--- src/logic/lsu_pkg.sv ---
`default_nettype none

package lsu_pkg;

    parameter int DATA_LEN = 32;  // Machine word width

    // Load size and kind, nonzero means a load
    typedef enum logic [2:0] {
        LOAD_NONE = 3'd0,
        LOAD_LB,
        LOAD_LH,
        LOAD_LW,
        LOAD_LBU,
        LOAD_LHU
    } load_type_e;

    // Store size, nonzero means a store
    typedef enum logic [1:0] {
        STORE_NONE = 2'd0,
        STORE_SB,
        STORE_SH,
        STORE_SW
    } store_type_e;

    // One execute-stage result
    typedef struct packed {
        logic                wd;
        logic [4:0]          wreg;
        logic [DATA_LEN-1:0] alu_result;  // Also the memory address
        logic [DATA_LEN-1:0] store_data;
        load_type_e          load_type;
        store_type_e         store_type;
        logic [DATA_LEN-1:0] csr_wdata;
    } ex_req_t;

endpackage

`default_nettype wire

--- src/logic/wb_if.sv ---
`timescale 1ns/1ns
`default_nettype none

interface wb_if;
    import lsu_pkg::*;

    logic [DATA_LEN-1:0] adr;  // Byte address
    logic [DATA_LEN-1:0] dat_w;
    logic [DATA_LEN-1:0] dat_r;
    logic [3:0]          sel;
    logic                we;
    logic                cyc;
    logic                stb;
    logic                ack;

    modport master (
        output adr, dat_w, sel, we, cyc, stb,
        input  dat_r, ack
    );

    modport slave (
        input  adr, dat_w, sel, we, cyc, stb,
        output dat_r, ack
    );

endinterface

`default_nettype wire

--- src/logic/lane_align.sv ---
`timescale 1ns/1ns
`default_nettype none

module lane_align (
    input  wire [lsu_pkg::DATA_LEN-1:0]  addr_i,
    input  wire [lsu_pkg::DATA_LEN-1:0]  store_data_i,
    input  wire lsu_pkg::store_type_e    store_type_i,
    input  wire lsu_pkg::load_type_e     load_type_i,
    input  wire [lsu_pkg::DATA_LEN-1:0]  bus_rdata_i,
    output logic [lsu_pkg::DATA_LEN-1:0] bus_wdata_o,
    output logic [3:0]                   bus_sel_o,
    output logic [lsu_pkg::DATA_LEN-1:0] load_data_o
);
    import lsu_pkg::*;

    logic [1:0]  offset;
    logic [3:0]  byte_sel;
    logic [3:0]  half_sel;
    logic [7:0]  rd_byte;
    logic [15:0] rd_half;

    assign offset   = addr_i[1:0];  // Upper bits pick the word only
    assign byte_sel = 4'b0001 << offset;
    assign half_sel = offset[1] ? 4'b1100 : 4'b0011;
    assign rd_byte  = bus_rdata_i[8*offset +: 8];
    assign rd_half  = offset[1] ? bus_rdata_i[31:16] : bus_rdata_i[15:0];

    // Stores replicate the data so every lane carries it
    always_comb begin
        bus_wdata_o = store_data_i;
        bus_sel_o   = 4'h0;
        case (store_type_i)
            STORE_SB: begin
                bus_wdata_o = {4{store_data_i[7:0]}};
                bus_sel_o   = byte_sel;
            end
            STORE_SH: begin
                bus_wdata_o = {2{store_data_i[15:0]}};
                bus_sel_o   = half_sel;
            end
            STORE_SW: bus_sel_o = 4'hf;
            default: begin
                case (load_type_i)  // Reads select the lanes the load uses
                    LOAD_LB, LOAD_LBU: bus_sel_o = byte_sel;
                    LOAD_LH, LOAD_LHU: bus_sel_o = half_sel;
                    LOAD_LW:           bus_sel_o = 4'hf;
                    default:           bus_sel_o = 4'h0;
                endcase
            end
        endcase
    end

    always_comb begin
        case (load_type_i)
            LOAD_LB:  load_data_o = {{(DATA_LEN-8){rd_byte[7]}}, rd_byte};
            LOAD_LBU: load_data_o = {{(DATA_LEN-8){1'b0}}, rd_byte};
            LOAD_LH:  load_data_o = {{(DATA_LEN-16){rd_half[15]}}, rd_half};
            LOAD_LHU: load_data_o = {{(DATA_LEN-16){1'b0}}, rd_half};
            LOAD_LW:  load_data_o = bus_rdata_i;
            default:  load_data_o = '0;
        endcase
    end

endmodule

`default_nettype wire

--- src/logic/mem_stage.sv ---
`timescale 1ns/1ns
`default_nettype none

module mem_stage (
    input  wire                          clk,
    input  wire                          rst,
    input  wire                          ex_valid_i,
    input  wire lsu_pkg::ex_req_t        ex_req_i,
    output logic                         wb_ready_o,
    wb_if.master                         bus,
    output logic                         finish_o,
    output logic                         wd_o,
    output logic [4:0]                   wreg_o,
    output logic [lsu_pkg::DATA_LEN-1:0] wdata_o,
    output logic [lsu_pkg::DATA_LEN-1:0] csr_wdata_o
);
    import lsu_pkg::*;

    typedef enum logic [1:0] {
        IDLE,
        BUS,
        DONE
    } state_e;

    state_e              state_q;
    ex_req_t             req_q;
    logic                cyc_q;
    logic                is_load;
    logic                is_store;
    logic                accept;
    logic                complete;
    logic [DATA_LEN-1:0] load_data;

    assign is_load    = req_q.load_type != LOAD_NONE;
    assign is_store   = req_q.store_type != STORE_NONE;
    assign wb_ready_o = state_q == IDLE;
    assign accept     = ex_valid_i && wb_ready_o;
    assign finish_o   = state_q == DONE;  // One cycle, DONE always returns to IDLE

    // Non-memory requests complete in their first BUS cycle
    assign complete = (state_q == BUS) &&
                      (!(is_load || is_store) || (cyc_q && bus.ack));

    // Bus fields come from the latched request, stable for the whole cycle
    assign bus.adr = req_q.alu_result;
    assign bus.we  = cyc_q && is_store;
    assign bus.cyc = cyc_q;
    assign bus.stb = cyc_q;

    lane_align u_lane_align (
        .addr_i       (req_q.alu_result),
        .store_data_i (req_q.store_data),
        .store_type_i (req_q.store_type),
        .load_type_i  (req_q.load_type),
        .bus_rdata_i  (bus.dat_r),
        .bus_wdata_o  (bus.dat_w),
        .bus_sel_o    (bus.sel),
        .load_data_o  (load_data)
    );

    always_ff @(posedge clk) begin
        if (accept) begin
            req_q <= ex_req_i;
        end
    end

    always_ff @(posedge clk) begin
        if (rst) begin
            state_q <= IDLE;
            cyc_q   <= 1'b0;
        end else begin
            case (state_q)
                IDLE: begin
                    if (accept) begin
                        state_q <= BUS;
                    end
                end
                BUS: begin
                    if (complete) begin
                        state_q <= DONE;
                        cyc_q   <= 1'b0;  // Drop cyc in the cycle after ack
                    end else if (is_load || is_store) begin
                        cyc_q <= 1'b1;
                    end
                end
                DONE: state_q <= IDLE;
                default: state_q <= IDLE;
            endcase
        end
    end

    // Writeback fields hold until the next completion
    always_ff @(posedge clk) begin
        if (rst) begin
            wd_o        <= 1'b0;
            wreg_o      <= 5'd0;
            wdata_o     <= '0;
            csr_wdata_o <= '0;
        end else if (complete) begin
            wd_o        <= req_q.wd;
            wreg_o      <= req_q.wreg;
            csr_wdata_o <= req_q.csr_wdata;
            wdata_o     <= is_load ? load_data : req_q.alu_result;  // dat_r valid with ack
        end
    end

endmodule

`default_nettype wire

--- src/flat_wrapper.sv ---
// flat-port wrapper written by rule: the top's interface ports become plain ports
module mem_stage_flat import lsu_pkg::*;
  (clk, rst, ex_valid_i, ex_req_i, wb_ready_o, finish_o, wd_o, wreg_o, wdata_o, csr_wdata_o, bus_adr, bus_dat_w, bus_sel, bus_we, bus_cyc, bus_stb, bus_dat_r, bus_ack);
  wb_if bus_i ();
  input  wire clk;
  input  wire rst;
  input  wire ex_valid_i;
  input  wire lsu_pkg::ex_req_t ex_req_i;
  output logic wb_ready_o;
  output logic finish_o;
  output logic wd_o;
  output logic [4:0] wreg_o;
  output logic [lsu_pkg::DATA_LEN-1:0] wdata_o;
  output logic [lsu_pkg::DATA_LEN-1:0] csr_wdata_o;
  output wire logic [$bits(bus_i.adr)-1:0] bus_adr;
  output wire logic [$bits(bus_i.dat_w)-1:0] bus_dat_w;
  output wire logic [$bits(bus_i.sel)-1:0] bus_sel;
  output wire logic [$bits(bus_i.we)-1:0] bus_we;
  output wire logic [$bits(bus_i.cyc)-1:0] bus_cyc;
  output wire logic [$bits(bus_i.stb)-1:0] bus_stb;
  input wire logic [$bits(bus_i.dat_r)-1:0] bus_dat_r;
  input wire logic [$bits(bus_i.ack)-1:0] bus_ack;
  assign bus_adr = bus_i.adr;
  assign bus_dat_w = bus_i.dat_w;
  assign bus_sel = bus_i.sel;
  assign bus_we = bus_i.we;
  assign bus_cyc = bus_i.cyc;
  assign bus_stb = bus_i.stb;
  assign bus_i.dat_r = bus_dat_r;
  assign bus_i.ack = bus_ack;
  mem_stage u_core (.clk(clk), .rst(rst), .ex_valid_i(ex_valid_i), .ex_req_i(ex_req_i), .wb_ready_o(wb_ready_o), .bus(bus_i), .finish_o(finish_o), .wd_o(wd_o), .wreg_o(wreg_o), .wdata_o(wdata_o), .csr_wdata_o(csr_wdata_o));
endmodule
--- config.mk ---
export PLATFORM = sky130hd
export DESIGN_NAME = mem_stage_flat
export DESIGN_NICKNAME = d
export VERILOG_FILES = /design/src/logic/lsu_pkg.sv /design/src/logic/wb_if.sv /design/src/logic/lane_align.sv /design/src/logic/mem_stage.sv /design/src/flat_wrapper.sv
export SDC_FILE = /design/constraint.sdc
export NUM_CORES = 1
export LEC_CHECK = 0
export BUFFER_PORTS_ARGS = -buffer_cell sky130_fd_sc_hd__clkbuf_2
export CORE_MARGIN = 1
export CORE_UTILIZATION = 50
export DETAILED_ROUTE_END_ITERATION = 6
export GPL_TIMING_DRIVEN = 1
export PLACE_DENSITY = 0.82
export SKIP_CTS_REPAIR_TIMING = 1
export SLEW_MARGIN = 20
export SYNTH_ARGS = -nofsm -noshare
export SYNTH_HDL_FRONTEND = slang
export SYNTH_SLANG_ARGS = --single-unit
--- constraint.sdc ---
create_clock -name clk -period 3.8 [get_ports clk]
set_input_delay 0.57 -clock clk [delete_from_list [all_inputs] [get_ports clk]]
set_output_delay 0.57 -clock clk [all_outputs]
set_load 0.005 [all_outputs]
==> results.sh <==
export IMPL_status="complete, no violations"
export IMPL_clock_fmax_mhz=349
export IMPL_hold_class="in2reg"
export IMPL_worstPathArrival_ns=2.30
export IMPL_ioPinCount=286
export IMPL_clock_skew_ns=0.00823
export IMPL_start_util=0.514
export IMPL_drt_pass1_iterations=5
export IMPL_grt_pass1_vias=5967
export IMPL_final_common_cell="clkbuf_2"
export IMPL_core_area_mm2=0.0152
export IMPL_yosys_area_top_type="edfxtp_1"
export IMPL_max_slew_margin=0.441
export IMPL_port_buffers=285
export IMPL_die_y_um=127
export IMPL_numCtsBuffers=17
export IMPL_yosys_warnings=0
export IMPL_fin_crit_sh=0.754
export IMPL_synthTopCellsByArea="edfxtp_1 (41%), dfxtp_1 (19%), nand2_1 (4.6%), a21oi_1 (4.3%), buf_4 (4.0%)"
export IMPL_p_sw_frac=0.256
export IMPL_cts_buffer_depth=2
export IMPL_hold_violations=0
export IMPL_clock_latency_ns=0.43
export IMPL_grt_start_max_net_pins=75
export IMPL_synth_top_area_share=0.411
export IMPL_place_gp_congestion=0.860
export IMPL_rows=45
export IMPL_fin_util=0.631
export IMPL_maxCapViolCount=0
export IMPL_fin_tns_setup_ns=0
export IMPL_finalWirelength_um=20300
export IMPL_vdd_drop_max_mv=0.334
export IMPL_intPower_mw=3.34
export IMPL_async_flop_share=0
export IMPL_antenna_cells=0
export IMPL_crit_family="buffers and inverters"
export IMPL_setup_viol=0
export IMPL_crit_path_top_delay_cell="and2_1"
export IMPL_path_class="reg2out"
export IMPL_p_sw_mw=1.15
export IMPL_placed_cell_area_mm2=0.00902
export IMPL_clk_pin_slew_ns=0.07
export IMPL_drtIter0Drc=516
export IMPL_syn_area_mm2=0.00781
export IMPL_ant_nets=0
export IMPL_final_layout_size_suffix_gt1_frac=0.374
export IMPL_clkSinkCount=180
export IMPL_powerDensity_mw_per_mm2=468
export IMPL_vias_per_cell=5.55
export IMPL_cts_tree="yes"
export IMPL_dp_hpwl_um=14500
export IMPL_path_cells="inv_1 > ha_1 > buf_4 > and2_1 > a22o_1 > clkbuf_2"
export IMPL_drv_slew=0
export IMPL_p_leak_nw=3.95
export IMPL_synthCells=714
export IMPL_grt_first_pass_wirelength_um=30700
export IMPL_die_area_mm2=0.0161
export IMPL_synth_area_per_cell_um2=10.9
export IMPL_total_power_mw=4.49
export IMPL_slowest_delay_ns=0.43
export IMPL_startpoint_type="flop"
export IMPL_nNetsFinal=1082
export IMPL_required_ns=3.23
export IMPL_clockPowerShare=0.381
export IMPL_ys_seq_area_frac=0.599
export IMPL_final_area_mm2=0.00959
export IMPL_ys_seq_elements=180
export IMPL_worst_pin_slew_ns=0.838
export IMPL_drc=0
export IMPL_layout_common_cells="clkbuf_2 (285), edfxtp_1 (107), nand2_1 (95), dfxtp_1 (73), a21oi_1 (67)"
export IMPL_grt_ovfl_total=0
export IMPL_combinationalPowerShare=0.119
export IMPL_synth_main_ff_cell="edfxtp_1"
export IMPL_power_frac_seq=0.500
export IMPL_ctsRootBufferMaster="clkbuf_16"
export IMPL_post_drt_wl_per_cell_um=17.9
export IMPL_antenna_found_initial=0
export IMPL_crit_path_end_kind="primary output"
export IMPL_die_x_um=127
export IMPL_gr_usage_all_layers=0.252
export IMPL_area_delta_synth_final_pct=22.8
export IMPL_synth_edff_count=107
export IMPL_synth_net_count=862
export IMPL_vias=6300
export IMPL_rsz0062_at_grt="no"
export IMPL_period_needed_ns=2.87
export IMPL_synthDistinctLibCells=47
export IMPL_htree_levels=4
export IMPL_path_buf_inv=3
export IMPL_crit_path_max_fanout=34
cell type report:
| class | count | area [um^2] |
|---|---|---|
| clock buffers | 17 | 425 |
| clock inverters | 15 | 149 |
| fillers | 1245 | 5610 |
| inverters | 15 | 58.8 |
| multi-input cells | 424 | 2530 |
| flip-flops and latches | 180 | 4670 |
| well taps | 188 | 235 |
| repair buffers | 296 | 1520 |
synthesized netlist by cell type, types with 15 or more instances:
| cell type | n |
|---|---|
| a21oi_1 | 67 |
| edfxtp_1 | 107 |
| inv_1 | 15 |
| a211oi_1 | 34 |
| or2_2 | 16 |
| a22oi_1 | 37 |
| buf_2 | 18 |
| nor2_1 | 59 |
| buf_4 | 42 |
| nand2_1 | 95 |
| dfxtp_1 | 73 |
| clkbuf_1 | 28 |
worst reg2reg max path, cell delays in order (launching register included):
cell	delay, ns
edfxtp_1	0.43
inv_1	0.13
ha_1	0.17
or4b_4	0.50
a21oi_4	0.17
o21a_1	0.36
and2_1	0.62
a211oi_1	0.16
power by group through the flow:
| stage | clock (mW) | combinational (mW) | sequential, mW |
|---|---|---|---|
| 2_1_floorplan | 0 | 0.326 | 2.27 |
| 3_3_place_gp | 0 | 0.523 | 2.28 |
| 3_5_place_dp | 0 | 0.531 | 2.29 |
| 4_1_cts | 1.73 | 0.533 | 2.24 |
| 5_1_grt | 1.81 | 0.582 | 2.25 |
| 6_report | 1.71 | 0.534 | 2.24 |
metal layers:
metal  track usage  vias to the layer above  share of wire
met5             0                        -              0
met4         0.123                        0          0.027
met3        0.0699                       41          0.086
met2         0.419                      326           0.50
met1         0.303                     2953           0.39
li1              -                     2980              -
state kept, by name (all words and copies together), names as in the netlist:
signal	flops
u_core.req_q	75
u_core.bus.adr	32
u_core.csr_wdata_o	32
u_core.wdata_o	32
u_core.wreg_o	5
u_core.state_q	2
u_core.bus.cyc	1
u_core.wd_o	1
final timing paths:
kind,end,depth (start not counted),from,slack (ns)
max,bus_dat_w[9],6,u_core.req_q[32],0.93
min,u_core.req_q[47],1,ex_req_i[47],0.31
max reg2reg,u_core.wdata_o[20],7,u_core.req_q[33],1.11
min reg2reg,u_core.csr_wdata_o[8],2,u_core.csr_wdata_o[8],0.46
logic make-up after synthesis:
kind of cell	after synthesis	synth area share
AO/OA/AOI/OAI	185	0.158
XOR/XNOR	1	0.00112
adder cells (fa/ha/maj)	7	0.0106
buffers and inverters	110	0.0788
flip-flops	180	0.599
multiplexers	17	0.0301
AND/OR/NAND/NOR	214	0.123
per-stage QoR:
step                setup WS, ns  hold WS [ns]  std cells
floorplan                  0.630         0.453        714
global placement            1.22         0.441       1103
detailed placement          1.14         0.449       1103
CTS                        0.948         0.298       1135
global route               0.835         0.291       1135
finish                     0.934         0.308       1135
Power figures use the tool's default switching activity.
